[src/rv_pkg.sv]
package rv_pkg;

	localparam int XLEN       = 32;
	localparam int REG_ADDR_W = 5;
	localparam int NUM_REGS   = 32;
	localparam int STRB_W     = XLEN / 8;
	localparam int ALU_OP_W   = 4;

	localparam logic [XLEN-1:0] RESET_PC = 32'h8000_0000;

	// major opcodes
	localparam logic [6:0] OPC_OP     = 7'b0110011;
	localparam logic [6:0] OPC_OP_IMM = 7'b0010011;
	localparam logic [6:0] OPC_LUI    = 7'b0110111;
	localparam logic [6:0] OPC_STORE  = 7'b0100011;

	// alu operations
	localparam logic [ALU_OP_W-1:0] ALU_ADD    = 4'd0;
	localparam logic [ALU_OP_W-1:0] ALU_SUB    = 4'd1;
	localparam logic [ALU_OP_W-1:0] ALU_AND    = 4'd2;
	localparam logic [ALU_OP_W-1:0] ALU_OR     = 4'd3;
	localparam logic [ALU_OP_W-1:0] ALU_XOR    = 4'd4;
	localparam logic [ALU_OP_W-1:0] ALU_SLT    = 4'd5;
	localparam logic [ALU_OP_W-1:0] ALU_SLL    = 4'd6;
	localparam logic [ALU_OP_W-1:0] ALU_SRL    = 4'd7;
	localparam logic [ALU_OP_W-1:0] ALU_SRA    = 4'd8;
	localparam logic [ALU_OP_W-1:0] ALU_PASS_B = 4'd9;

	// store sizes match funct3[1:0] of SB/SH/SW
	localparam logic [1:0] SIZE_B = 2'b00;
	localparam logic [1:0] SIZE_H = 2'b01;
	localparam logic [1:0] SIZE_W = 2'b10;

	// fetch sequencer states
	localparam int IFU_ST_W = 2;
	localparam logic [IFU_ST_W-1:0] IFU_ADDR = 2'd0;
	localparam logic [IFU_ST_W-1:0] IFU_DATA = 2'd1;
	localparam logic [IFU_ST_W-1:0] IFU_EXEC = 2'd2;
	localparam logic [IFU_ST_W-1:0] IFU_WAIT = 2'd3;

	// one instruction word in four field layouts
	typedef union packed {
		struct packed {
			logic [6:0] funct7;
			logic [REG_ADDR_W-1:0] rs2;
			logic [REG_ADDR_W-1:0] rs1;
			logic [2:0] funct3;
			logic [REG_ADDR_W-1:0] rd;
			logic [6:0] opcode;
		} r;
		struct packed {
			logic [11:0] imm;
			logic [REG_ADDR_W-1:0] rs1;
			logic [2:0] funct3;
			logic [REG_ADDR_W-1:0] rd;
			logic [6:0] opcode;
		} i;
		struct packed {
			logic [6:0] imm_hi;
			logic [REG_ADDR_W-1:0] rs2;
			logic [REG_ADDR_W-1:0] rs1;
			logic [2:0] funct3;
			logic [4:0] imm_lo;
			logic [6:0] opcode;
		} s;
		struct packed {
			logic [19:0] imm;
			logic [REG_ADDR_W-1:0] rd;
			logic [6:0] opcode;
		} u;
	} inst_u;

endpackage

[src/rv_ifu.sv]
`timescale 1ns/1ps
module rv_ifu import rv_pkg::*; (
	input  logic            clock,
	input  logic            rst_n_i,
	output logic [XLEN-1:0] inst_addr_o,
	output logic            inst_addr_valid_o,
	input  logic            inst_addr_ready_i,
	input  logic [XLEN-1:0] inst_data_i,
	input  logic            inst_data_valid_i,
	output logic            inst_data_ready_o,
	input  logic            lsu_busy_i,
	output logic            issue_o,
	output inst_u           inst_o
);

	logic [IFU_ST_W-1:0] state_q;
	logic [IFU_ST_W-1:0] state_d;
	logic [XLEN-1:0]     pc_q;
	logic                addr_fire;
	logic                data_fire;
	logic                retire;

	assign addr_fire = inst_addr_valid_o && inst_addr_ready_i;
	assign data_fire = inst_data_ready_o && inst_data_valid_i;
	// instruction is done once any store has left the core
	assign retire    = (state_q == IFU_WAIT) && !lsu_busy_i;

	assign inst_addr_o = pc_q;
	assign issue_o     = (state_q == IFU_EXEC);

	always_comb begin
		state_d = state_q;
		case (state_q)
			IFU_ADDR: if (addr_fire) state_d = IFU_DATA;
			IFU_DATA: if (data_fire) state_d = IFU_EXEC;
			IFU_EXEC: state_d = IFU_WAIT;
			IFU_WAIT: if (retire) state_d = IFU_ADDR;
			default:  state_d = IFU_ADDR;
		endcase
	end

	// handshake outputs follow the next state
	always_ff @(posedge clock or negedge rst_n_i) begin
		if (!rst_n_i) begin
			state_q           <= IFU_ADDR;
			inst_addr_valid_o <= 1'b0;
			inst_data_ready_o <= 1'b0;
			pc_q              <= RESET_PC;
		end else begin
			state_q           <= state_d;
			inst_addr_valid_o <= (state_d == IFU_ADDR);
			inst_data_ready_o <= (state_d == IFU_DATA);
			if (retire) begin
				pc_q <= pc_q + 32'd4;
			end
		end
	end

	always_ff @(posedge clock) begin
		if (data_fire) begin
			inst_o <= inst_data_i;
		end
	end

endmodule

[src/rv_idu.sv]
`timescale 1ns/1ps
module rv_idu import rv_pkg::*; (
	input  inst_u                 inst_i,
	input  logic                  issue_i,
	output logic [REG_ADDR_W-1:0] rs1_addr_o,
	output logic [REG_ADDR_W-1:0] rs2_addr_o,
	output logic [REG_ADDR_W-1:0] rd_addr_o,
	output logic [XLEN-1:0]       imm_o,
	output logic [ALU_OP_W-1:0]   alu_op_o,
	output logic                  use_imm_o,
	output logic                  reg_wen_o,
	output logic                  store_req_o,
	output logic [1:0]            store_size_o
);

	logic [2:0] funct3;
	logic       is_op;
	logic       is_op_imm;
	logic       is_lui;
	logic       is_store;
	logic       alu_ok;
	logic       store_ok;

	assign funct3    = inst_i.r.funct3;
	assign is_op     = (inst_i.r.opcode == OPC_OP);
	assign is_op_imm = (inst_i.r.opcode == OPC_OP_IMM);
	assign is_lui    = (inst_i.r.opcode == OPC_LUI);
	assign is_store  = (inst_i.r.opcode == OPC_STORE);

	assign rs1_addr_o = inst_i.r.rs1;
	assign rs2_addr_o = inst_i.s.rs2;
	assign rd_addr_o  = inst_i.r.rd;

	// immediate per format
	always_comb begin
		case (inst_i.r.opcode)
			OPC_OP_IMM: imm_o = {{(XLEN-12){inst_i.i.imm[11]}}, inst_i.i.imm};
			OPC_STORE:  imm_o = {{(XLEN-12){inst_i.s.imm_hi[6]}}, inst_i.s.imm_hi,
				inst_i.s.imm_lo};
			OPC_LUI:    imm_o = {inst_i.u.imm, 12'b0};
			default:    imm_o = '0;
		endcase
	end

	// funct7[5] is imm[10] in the I view and picks srai the same way
	always_comb begin
		alu_op_o = ALU_ADD;
		alu_ok   = 1'b1;
		if (is_lui) begin
			alu_op_o = ALU_PASS_B;
		end else if (is_op || is_op_imm) begin
			case (funct3)
				3'b000:  alu_op_o = (is_op && inst_i.r.funct7[5]) ? ALU_SUB : ALU_ADD;
				3'b001:  alu_op_o = ALU_SLL;
				3'b010:  alu_op_o = ALU_SLT;
				3'b100:  alu_op_o = ALU_XOR;
				3'b101:  alu_op_o = inst_i.r.funct7[5] ? ALU_SRA : ALU_SRL;
				3'b110:  alu_op_o = ALU_OR;
				3'b111:  alu_op_o = ALU_AND;
				// sltu/sltiu have no alu op here and retire as a nop
				default: alu_ok = 1'b0;
			endcase
		end
	end

	// only sb, sh, sw
	assign store_ok = is_store && !funct3[2] && (funct3[1:0] != 2'b11);

	assign use_imm_o    = !is_op;
	assign store_size_o = funct3[1:0];
	assign store_req_o  = issue_i && store_ok;
	assign reg_wen_o    = issue_i && (is_lui || ((is_op || is_op_imm) && alu_ok))
		&& (inst_i.r.rd != '0);

endmodule

[src/rv_regfile.sv]
`timescale 1ns/1ps
module rv_regfile import rv_pkg::*; (
	input  logic                  clock,
	input  logic                  rst_n_i,
	input  logic [REG_ADDR_W-1:0] rs1_addr_i,
	input  logic [REG_ADDR_W-1:0] rs2_addr_i,
	output logic [XLEN-1:0]       rs1_data_o,
	output logic [XLEN-1:0]       rs2_data_o,
	input  logic                  wen_i,
	input  logic [REG_ADDR_W-1:0] rd_addr_i,
	input  logic [XLEN-1:0]       rd_data_i
);

	logic [XLEN-1:0] regs [NUM_REGS];

	always_ff @(posedge clock or negedge rst_n_i) begin
		if (!rst_n_i) begin
			for (int i = 0; i < NUM_REGS; i++) begin
				regs[i] <= '0;
			end
		end else if (wen_i && (rd_addr_i != '0)) begin
			regs[rd_addr_i] <= rd_data_i;
		end
	end

	// x0 reads zero
	assign rs1_data_o = (rs1_addr_i == '0) ? '0 : regs[rs1_addr_i];
	assign rs2_data_o = (rs2_addr_i == '0) ? '0 : regs[rs2_addr_i];

endmodule

[src/rv_exu.sv]
`timescale 1ns/1ps
module rv_exu import rv_pkg::*; (
	input  logic [XLEN-1:0]     rs1_data_i,
	input  logic [XLEN-1:0]     rs2_data_i,
	input  logic [XLEN-1:0]     imm_i,
	input  logic [ALU_OP_W-1:0] alu_op_i,
	input  logic                use_imm_i,
	output logic [XLEN-1:0]     result_o
);

	logic [XLEN-1:0] op_a;
	logic [XLEN-1:0] op_b;
	logic [4:0]      shamt;

	assign op_a  = rs1_data_i;
	assign op_b  = use_imm_i ? imm_i : rs2_data_i;
	assign shamt = op_b[4:0];

	// also the store address for sb/sh/sw
	always_comb begin
		case (alu_op_i)
			ALU_ADD:    result_o = op_a + op_b;
			ALU_SUB:    result_o = op_a - op_b;
			ALU_AND:    result_o = op_a & op_b;
			ALU_OR:     result_o = op_a | op_b;
			ALU_XOR:    result_o = op_a ^ op_b;
			ALU_SLT:    result_o = {{(XLEN-1){1'b0}}, ($signed(op_a) < $signed(op_b))};
			ALU_SLL:    result_o = op_a << shamt;
			ALU_SRL:    result_o = op_a >> shamt;
			ALU_SRA:    result_o = $unsigned($signed(op_a) >>> shamt);
			ALU_PASS_B: result_o = op_b;
			default:    result_o = '0;
		endcase
	end

endmodule

[src/rv_lsu.sv]
`timescale 1ns/1ps
module rv_lsu import rv_pkg::*; (
	input  logic              clock,
	input  logic              rst_n_i,
	input  logic              store_req_i,
	input  logic [1:0]        store_size_i,
	input  logic [XLEN-1:0]   addr_i,
	input  logic [XLEN-1:0]   store_data_i,
	output logic [XLEN-1:0]   data_w_addr_o,
	output logic [XLEN-1:0]   data_w_data_o,
	output logic [STRB_W-1:0] data_w_strb_o,
	output logic              data_w_valid_o,
	input  logic              data_w_ready_i,
	output logic              busy_o
);

	logic [XLEN-1:0]   lane_data;
	logic [STRB_W-1:0] lane_strb;

	// replicate into every lane and let the strobe pick the live one
	always_comb begin
		case (store_size_i)
			SIZE_B: begin
				lane_data = {4{store_data_i[7:0]}};
				lane_strb = 4'b0001 << addr_i[1:0];
			end
			SIZE_H: begin
				lane_data = {2{store_data_i[15:0]}};
				lane_strb = addr_i[1] ? 4'b1100 : 4'b0011;
			end
			default: begin
				lane_data = store_data_i;
				lane_strb = 4'b1111;
			end
		endcase
	end

	always_ff @(posedge clock or negedge rst_n_i) begin
		if (!rst_n_i) begin
			data_w_valid_o <= 1'b0;
		end else if (store_req_i) begin
			data_w_valid_o <= 1'b1;
		end else if (data_w_ready_i) begin
			data_w_valid_o <= 1'b0;
		end
	end

	always_ff @(posedge clock) begin
		if (store_req_i) begin
			data_w_addr_o <= {addr_i[XLEN-1:2], 2'b00};
			data_w_data_o <= lane_data;
			data_w_strb_o <= lane_strb;
		end
	end

	assign busy_o = data_w_valid_o;

endmodule

[src/rv_core.sv]
`timescale 1ns/1ps
module rv_core import rv_pkg::*; (
	input  logic              clock,
	input  logic              rst_n_i,
	output logic [XLEN-1:0]   inst_addr_o,
	output logic              inst_addr_valid_o,
	input  logic              inst_addr_ready_i,
	input  logic [XLEN-1:0]   inst_data_i,
	input  logic              inst_data_valid_i,
	output logic              inst_data_ready_o,
	output logic [XLEN-1:0]   data_w_addr_o,
	output logic [XLEN-1:0]   data_w_data_o,
	output logic [STRB_W-1:0] data_w_strb_o,
	output logic              data_w_valid_o,
	input  logic              data_w_ready_i
);

	inst_u                 inst;
	logic                  issue;
	logic                  lsu_busy;
	logic [REG_ADDR_W-1:0] rs1_addr;
	logic [REG_ADDR_W-1:0] rs2_addr;
	logic [REG_ADDR_W-1:0] rd_addr;
	logic [XLEN-1:0]       rs1_data;
	logic [XLEN-1:0]       rs2_data;
	logic [XLEN-1:0]       imm;
	logic [ALU_OP_W-1:0]   alu_op;
	logic                  use_imm;
	logic                  reg_wen;
	logic                  store_req;
	logic [1:0]            store_size;
	logic [XLEN-1:0]       alu_result;

	rv_ifu u_ifu (
		.clock             (clock),
		.rst_n_i           (rst_n_i),
		.inst_addr_o       (inst_addr_o),
		.inst_addr_valid_o (inst_addr_valid_o),
		.inst_addr_ready_i (inst_addr_ready_i),
		.inst_data_i       (inst_data_i),
		.inst_data_valid_i (inst_data_valid_i),
		.inst_data_ready_o (inst_data_ready_o),
		.lsu_busy_i        (lsu_busy),
		.issue_o           (issue),
		.inst_o            (inst)
	);

	rv_idu u_idu (
		.inst_i       (inst),
		.issue_i      (issue),
		.rs1_addr_o   (rs1_addr),
		.rs2_addr_o   (rs2_addr),
		.rd_addr_o    (rd_addr),
		.imm_o        (imm),
		.alu_op_o     (alu_op),
		.use_imm_o    (use_imm),
		.reg_wen_o    (reg_wen),
		.store_req_o  (store_req),
		.store_size_o (store_size)
	);

	rv_regfile u_regfile (
		.clock      (clock),
		.rst_n_i    (rst_n_i),
		.rs1_addr_i (rs1_addr),
		.rs2_addr_i (rs2_addr),
		.rs1_data_o (rs1_data),
		.rs2_data_o (rs2_data),
		.wen_i      (reg_wen),
		.rd_addr_i  (rd_addr),
		.rd_data_i  (alu_result)
	);

	rv_exu u_exu (
		.rs1_data_i (rs1_data),
		.rs2_data_i (rs2_data),
		.imm_i      (imm),
		.alu_op_i   (alu_op),
		.use_imm_i  (use_imm),
		.result_o   (alu_result)
	);

	// store address comes from the alu and data straight from rs2
	rv_lsu u_lsu (
		.clock          (clock),
		.rst_n_i        (rst_n_i),
		.store_req_i    (store_req),
		.store_size_i   (store_size),
		.addr_i         (alu_result),
		.store_data_i   (rs2_data),
		.data_w_addr_o  (data_w_addr_o),
		.data_w_data_o  (data_w_data_o),
		.data_w_strb_o  (data_w_strb_o),
		.data_w_valid_o (data_w_valid_o),
		.data_w_ready_i (data_w_ready_i),
		.busy_o         (lsu_busy)
	);

endmodule

[config.mk]
export PLATFORM = sky130hd
export DESIGN_NAME = rv_core
export DESIGN_NICKNAME = d
export VERILOG_FILES = /design/src/rv_pkg.sv /design/src/rv_ifu.sv /design/src/rv_idu.sv /design/src/rv_regfile.sv /design/src/rv_exu.sv /design/src/rv_lsu.sv /design/src/rv_core.sv
export SDC_FILE = /design/constraint.sdc
export NUM_CORES = 2
export LEC_CHECK = 0
export BUFFER_PORTS_ARGS = -buffer_cell sky130_fd_sc_hd__buf_2
export CORE_ASPECT_RATIO = 2
export CORE_UTILIZATION = 40
export DETAILED_ROUTE_END_ITERATION = 12
export GPL_TIMING_DRIVEN = 0
export PLACE_DENSITY = 0.52
export SETUP_SLACK_MARGIN = 0.05
export SLEW_MARGIN = 20
export SYNTH_ARGS = -nofsm -noshare
export SYNTH_HDL_FRONTEND = slang
export SYNTH_SLANG_ARGS = --single-unit
[constraint.sdc]
create_clock -name clock -period 9.3 [get_ports clock]
set_input_delay 0.465 -clock clock [delete_from_list [all_inputs] [get_ports clock]]
set_output_delay 0.465 -clock clock [all_outputs]
set_load 0.05 [all_outputs]
==> results by group, run 1 <==
Outcome
  • Outcome: aborted with a tool error
  • Exit stage: 5_1_grt
  • First logged error message: [ERROR GRT-0116] Global routing finished with congestion. Check the congestion regions in the DRC Viewer.

Logic synthesis
  • Share of synthesized area occupied by flip-flops and latches: 0.430
  • Number of flops mapped to enable cells by yosys: 98
  • Number of instances in the synthesized netlist: 6,370
  • Fraction of registers with async set/reset: 0.915
  • Average instance area after synthesis: 10.8 um^2
  • Post-synthesis cell area: 68,500 um^2
  • Number of distinct library cells after synthesis: 115
  • Synthesis warning total: 0
  • Register bit count reported by yosys: 1,157
  • Dominant register cell in the synthesized netlist: sky130_fd_sc_hd__dfrtp_1

Placed design
  • Detailed-placement wirelength estimate: 370 mm
  • RePlAce Congestion: 1.13
  • Placed instance area: 74,400 um^2
  • Total instance count after detailed placement: 8,887
  • Buffers on Ports: 135

Floorplanning
  • Width of the chip: 295 um
  • Initial cell density of the core: 0.403
  • Std-Cell Rows: 214
  • Height of the chip: 587 um
  • Ports: 140

Clock tree
  • Clock net sink count: 1,157
  • Number of clock buffers inserted by TritonCTS: 111
  • Maximum root-to-sink buffer count: 3
  • H-tree Lvls: 3
  • Clock tree root buffer cell: sky130_fd_sc_hd__clkbuf_16

Global route
  • Wire length of the first global-routing pass: 845 mm
  • GR Overflow Total: 1,716
  • Number of global-route vias before repair: 79,200
  • Overall track demand over capacity in global routing: 0.694
  • Maximum number of pins on one net before global-route repair: 142
## synth_stat cells, drive strengths merged, types with 12 or more instances
master / n / area share
o22ai: 34 / 0.0031
o22a: 14 / 0.0018
a2111oi: 16 / 0.0026
xnor2: 26 / 0.0033
a22oi: 66 / 0.0072
and2: 31 / 0.0028
a211oi: 53 / 0.0063
nand2b: 21 / 0.0019
mux2i: 219 / 0.032
nor3: 53 / 0.0042
o31ai: 43 / 0.0048
mux4: 506 / 0.17
dfrtp: 1058 / 0.39
o221ai: 29 / 0.0037
o21bai: 20 / 0.0022
a211o: 12 / 0.0015
nand3: 84 / 0.0063
nor2: 718 / 0.039
o21ai: 466 / 0.034
and3: 30 / 0.0027
o211ai: 25 / 0.0030
ha: 101 / 0.018
a21oi: 675 / 0.052
nor2b: 24 / 0.0022
buf: 233 / 0.024
nor4: 18 / 0.0020
a21o: 44 / 0.0048
clkbuf: 398 / 0.022
mux2: 204 / 0.034
inv: 131 / 0.0072
nand2: 598 / 0.033
edfxtp: 98 / 0.043
a221oi: 39 / 0.0051
a31oi: 32 / 0.0029
nand4: 27 / 0.0025
a22o: 37 / 0.0047
## per-stage QoR
stage | utilization | TNS, ns | setup WS [ns]
after floorplan | - | 0 | 1.10
after global placement | 0.424 | - | -16.47
after detailed placement | 0.437 | -2054.22 | -3.64
after CTS | 0.464 | 0 | 0.0392
## layer usage
metal,GRT usage,overflow
met3,0.497,20
met4,0.726,679
met1,0.671,9
met2,0.896,1007
met5,0.243,1
## repair_timing
action / 4_1_cts
gates resized for setup: 103
endpoints found under the hold margin: 143
hold buffers: 33
setup buffers: 5
pin swaps: 6
endpoints found under the setup margin: 927
## logic make-up after synthesis
family	after synthesis	share of synthesized area
mux	929	0.233
compound gates	1720	0.156
fa+ha+maj	103	0.0190
simple gates	1654	0.103
flops	1157	0.430
other cells	1	0.0000547
xor+xnor	37	0.00473
buf+inv	769	0.0542
==> inputs of run 2 (changes only) <==
--- a/config.mk
+++ b/config.mk
@@ -6,12 +6,10 @@
 export NUM_CORES = 2
 export LEC_CHECK = 0
 export BUFFER_PORTS_ARGS = -buffer_cell sky130_fd_sc_hd__buf_2
-export CORE_ASPECT_RATIO = 2
-export CORE_UTILIZATION = 40
+export CORE_UTILIZATION = 25
 export DETAILED_ROUTE_END_ITERATION = 12
 export GPL_TIMING_DRIVEN = 0
-export PLACE_DENSITY = 0.52
-export SETUP_SLACK_MARGIN = 0.05
+export PLACE_DENSITY_LB_ADDON = 0.15
 export SLEW_MARGIN = 20
 export SYNTH_ARGS = -nofsm -noshare
 export SYNTH_HDL_FRONTEND = slang
==> run 2 against run 1 <==
  * The flow now finishes, with violations (setup timing)
  * Synthesized cell count did not move
  * Area after synthesis did not move
==> results by group, run 2 <==
Logic synthesis
  • Average instance area after synthesis: 10.8 um^2 (unchanged)
  • Number of instances in the synthesized netlist: 6,370 (unchanged)
  • Register bit count reported by yosys: 1,157 (unchanged)
  • Synth cell count leaders: 1,058 x sky130_fd_sc_hd__dfrtp_1, 716 x sky130_fd_sc_hd__nor2_1, 625 x sky130_fd_sc_hd__a21oi_1
  • Dominant register cell in the synthesized netlist: sky130_fd_sc_hd__dfrtp_1
  • Number of flops mapped to enable cells by yosys: 98 (unchanged)
  • Fraction of registers with async set/reset: 0.915 (unchanged)
  • Synthesis warning total: 0 (unchanged)
  • Post-synthesis cell area: 68,500 um^2 (unchanged)
  • Number of distinct library cells after synthesis: 115 (unchanged)
  • Most repeated cell in the gate-level netlist after synthesis: sky130_fd_sc_hd__dfrtp_1
  • Library cell occupying the most area in the post-synthesis netlist: sky130_fd_sc_hd__dfrtp_1
  • Biggest area contributors in the synthesized netlist: sky130_fd_sc_hd__dfrtp_1 39%, sky130_fd_sc_hd__mux4_2 16%, sky130_fd_sc_hd__a21oi_1 4.6%
  • Share of synthesized area occupied by flip-flops and latches: 0.430 (unchanged)
  • Post-synth top area share: 0.387 (unchanged)

Worst setup path
  • Origin of the worst setup path: u_ifu.inst_o[21]$_DFFE_PP_
  • Reg-to-reg endpoint: u_regfile.regs[440]$_DFFE_PN0P_
  • Largest delay contributor family on the critical path: buffers and inverters
  • Register-to-register setup slack: -0.15 ns
  • Most common cell on crit path: sky130_fd_sc_hd__buf_4
  • Critical Path Source Type: flip-flop
  • Crit path max-delay cell type: sky130_fd_sc_hd__mux4_2
  • Crit Path Category: flip-flop to flip-flop
  • Cell depth of the worst setup path: 25
  • Crit path max fanout: 10
  • Launch point of the worst reg-to-reg path: u_ifu.inst_o[21]$_DFFE_PP_
  • CP arrival: 10.17 ns
  • Number of buffer and inverter instances along the worst setup path: 9
  • Reg2Reg Depth: 25
  • WP data required: 10.02 ns
  • Category of the worst setup path capture point: flip-flop
  • Peak per-stage delay on the critical path: 0.59 ns

Timing
  • Minimum clock period: 9.45 ns
  • Number of max-slew violations in the final report: 0
  • Unrepaired setup endpoints after global routing: no
  • Worst Max-Slew Pin Slew: 1.25 ns
  • Worst-case clock skew: 0.0319 ns
  • Final-report setup violation count: 68
  • Setup slack after layout: -0.153 ns
  • Max-slew headroom: 0.161
  • Hold Fails Final Rpt: 0
  • Final worst path period share: 1.02
  • Peak clock frequency supported by timing: 106 MHz

Finish
  • Biggest registers after layout: u_regfile.regs (1024), u_ifu.inst_o (32), u_lsu.data_w_data_o (32)
  • Layout area overhead: 19.3%
  • Max reg flops: 1,024
  • Non-filler cells in the finished layout: 10,500
  • Number of fill cells in the layout: 28,100
  • Most common library cell in the layout ignoring fill and taps: sky130_fd_sc_hd__dfrtp_1
  • Layout cell share with drive strength beyond 1: 0.240
  • Most flops, register: u_regfile.regs
  • Commonest cells after routing, fill and taps aside: 1,058 x sky130_fd_sc_hd__dfrtp_1, 688 x sky130_fd_sc_hd__nor2_1, 620 x sky130_fd_sc_hd__a21oi_1, 598 x sky130_fd_sc_hd__nand2_1, 487 x sky130_fd_sc_hd__mux4_2
  • Total number of nets in the final design: 6,938
  • Post-layout instance area: 81,700 um^2

Placed design
  • RePlAce Congestion: 0.973 (-14%)
  • Detailed-placement wirelength estimate: 312 mm (-16%)
  • Placed instance area: 76,000 um^2 (+2.2%)
  • Buffers on Ports: 135 (unchanged)
  • Total instance count after detailed placement: 10,200 (+15%)

Clock tree
  • Number of clock buffers inserted by TritonCTS: 146 (+32%)
  • Clock tree root buffer cell: sky130_fd_sc_hd__clkbuf_16
  • Insertion delay of the later-clocked pin in the worst-skew pair: 0.85 ns
  • Clock net sink count: 1,157 (unchanged)
  • Clock tree from TritonCTS: done
  • Maximum root-to-sink buffer count: 3 (unchanged)
  • H-tree Lvls: 4 (+1)
  • Clock transition at the registers of the reported paths: 0.06 ns

Routing
  • Number of DRC violations after detailed-routing iteration 0: 8,944
  • Met3 WL: 42.7 mm
  • Post-route antenna net violation count: 0
  • Routed WL: 415 mm
  • Total vias in the final route: 62,000
  • Number of DRC violations after detailed routing: 0
  • Topmost layer with routed signal wires: met5
  • Vias per Instance: 5.91
  • Average wire length per cell after detail routing: 39.6 um
  • Met2 wire length: 177 mm
  • M1 WL: 165 mm
  • Pre-Repair DR Iteration Count: 7

Floorplanning
  • Placeable core region: 272,000 um^2
  • Initial cell density of the core: 0.252 (-0.151)
  • Floorplan die area: 276,000 um^2
  • Std-Cell Rows: 191 (-11%)
  • Height of the chip: 525 um (-11%)
  • Ports: 140 (unchanged)
  • Width of the chip: 525 um (+78%)

Global route
  • GR Overflow Total: 0
  • Wire length of the first global-routing pass: 552 mm
  • Initial antenna violation count: 40
  • Maximum number of pins on one net before global-route repair: 125
  • Number of global-route vias before repair: 59,300
  • Overall track demand over capacity in global routing: 0.294

Hold path
  • Worst-case hold path end point: u_ifu.state_q[0]$_DFF_PN0_
  • Hold depth: 3
  • Type of the worst min-delay path: input port to flip-flop
  • Launch point of the worst hold path: inst_addr_ready_i

Flow run
  • Number of max-cap violations: 0

Power
  • Total power after layout: 15.8 mW
  • Power density cells: 194 nW/um^2
  • Leak Pwr: 34.4 nW
  • IR drop worst, VDD: 173 uV

Outcome
  • Violations in the final reports: setup timing
  • Outcome: finished with violations
run 2: cell counts after synthesis:
No cell type changed its count.
run 2: worst max-delay path by stage:
stage                                        end  slack [ns]
2_1_floorplan  u_lsu.data_w_addr_o[10]$_DFFE_PP_        1.10
3_3_place_gp     u_regfile.regs[971]$_DFFE_PN0P_      -17.20
3_5_place_dp   u_lsu.data_w_addr_o[27]$_DFFE_PP_       -2.91
4_1_cts          u_regfile.regs[447]$_DFFE_PN0P_        0.01
5_1_grt          u_regfile.regs[447]$_DFFE_PN0P_        0.02
6_report         u_regfile.regs[440]$_DFFE_PN0P_       -0.15
run 2: power by group:
| group | leakage, nW | switching [mW] | internal [mW] |
|---|---|---|---|
| sequential | 15.7 | 0.131 | 5.22 |
| clock | 2.36 | 2.53 | 3.43 |
| combinational | 16.3 | 3.29 | 1.21 |
run 2: timing repair:
item / 4_1_cts / 5_1_grt
gates cloned: 0 / 0
setup endpoints to repair: 863 / 280
hold endpoints to repair: 101 / 0
pin swaps: 6 / 2
gates resized for setup: 66 / 30
hold buffers: 34 / 0
buffers inserted: 8 / 2
run 2: tightest hold or removal path: stages:
cell                       delay (ns)
sky130_fd_sc_hd__buf_2           0.08
sky130_fd_sc_hd__a211oi_1        0.05
sky130_fd_sc_hd__a21oi_1         0.22
run 2: per-stage QoR:
stage	util	hold slack [ns]	setup TNS, ns	setup slack [ns]
after floorplan	-	0.169	0	1.10
after global placement	0.271	0.453	-	-17.20
after detailed placement	0.280	0.415	-1626.30	-2.91
after CTS	0.300	0.000497	0	0.0139
after global routing	0.301	0.0963	0	0.0183
final	0.301	0.0597	-2.83	-0.153
run 2: per-layer routing:
layer | GRT usage | vias to the layer above
met1 | 0.379 | 32500
met2 | 0.433 | 4128
met4 | 0.187 | 16
met3 | 0.0809 | 930
li1 | - | 24300
met5 | 0.00104 | -
run 2: kinds of logic (layout without fill, tap and decap cells):
kind of cell / count (synthesis) / after routing / synth area share
buf+inv: 769 / 1301 / 0.0542
compound gates: 1720 / 1720 / 0.156
fa+ha+maj: 103 / 103 / 0.0190
xor+xnor: 37 / 37 / 0.00473
simple gates: 1654 / 1654 / 0.103
flops: 1157 / 1157 / 0.430
mux: 929 / 929 / 0.233
other cells: 1 / 17 / 0.0000547
run 2: final cells by class:
type | count | area, um^2 | share of cell area
inverter | 134 | 505 | 0.00619
timing repair buffer | 284 | 3100 | 0.0379
antenna | 13 | 32.5 | 0.000398
sequential | 1157 | 29400 | 0.360
tap | 3570 | 4470 | 0.0547
multi-input combinational | 4447 | 35900 | 0.439
clock buffer | 203 | 4140 | 0.0507
buffer | 628 | 3380 | 0.0414
clock inverter | 52 | 733 | 0.00897
No activity file was read; power rests on OpenSTA's default activity.
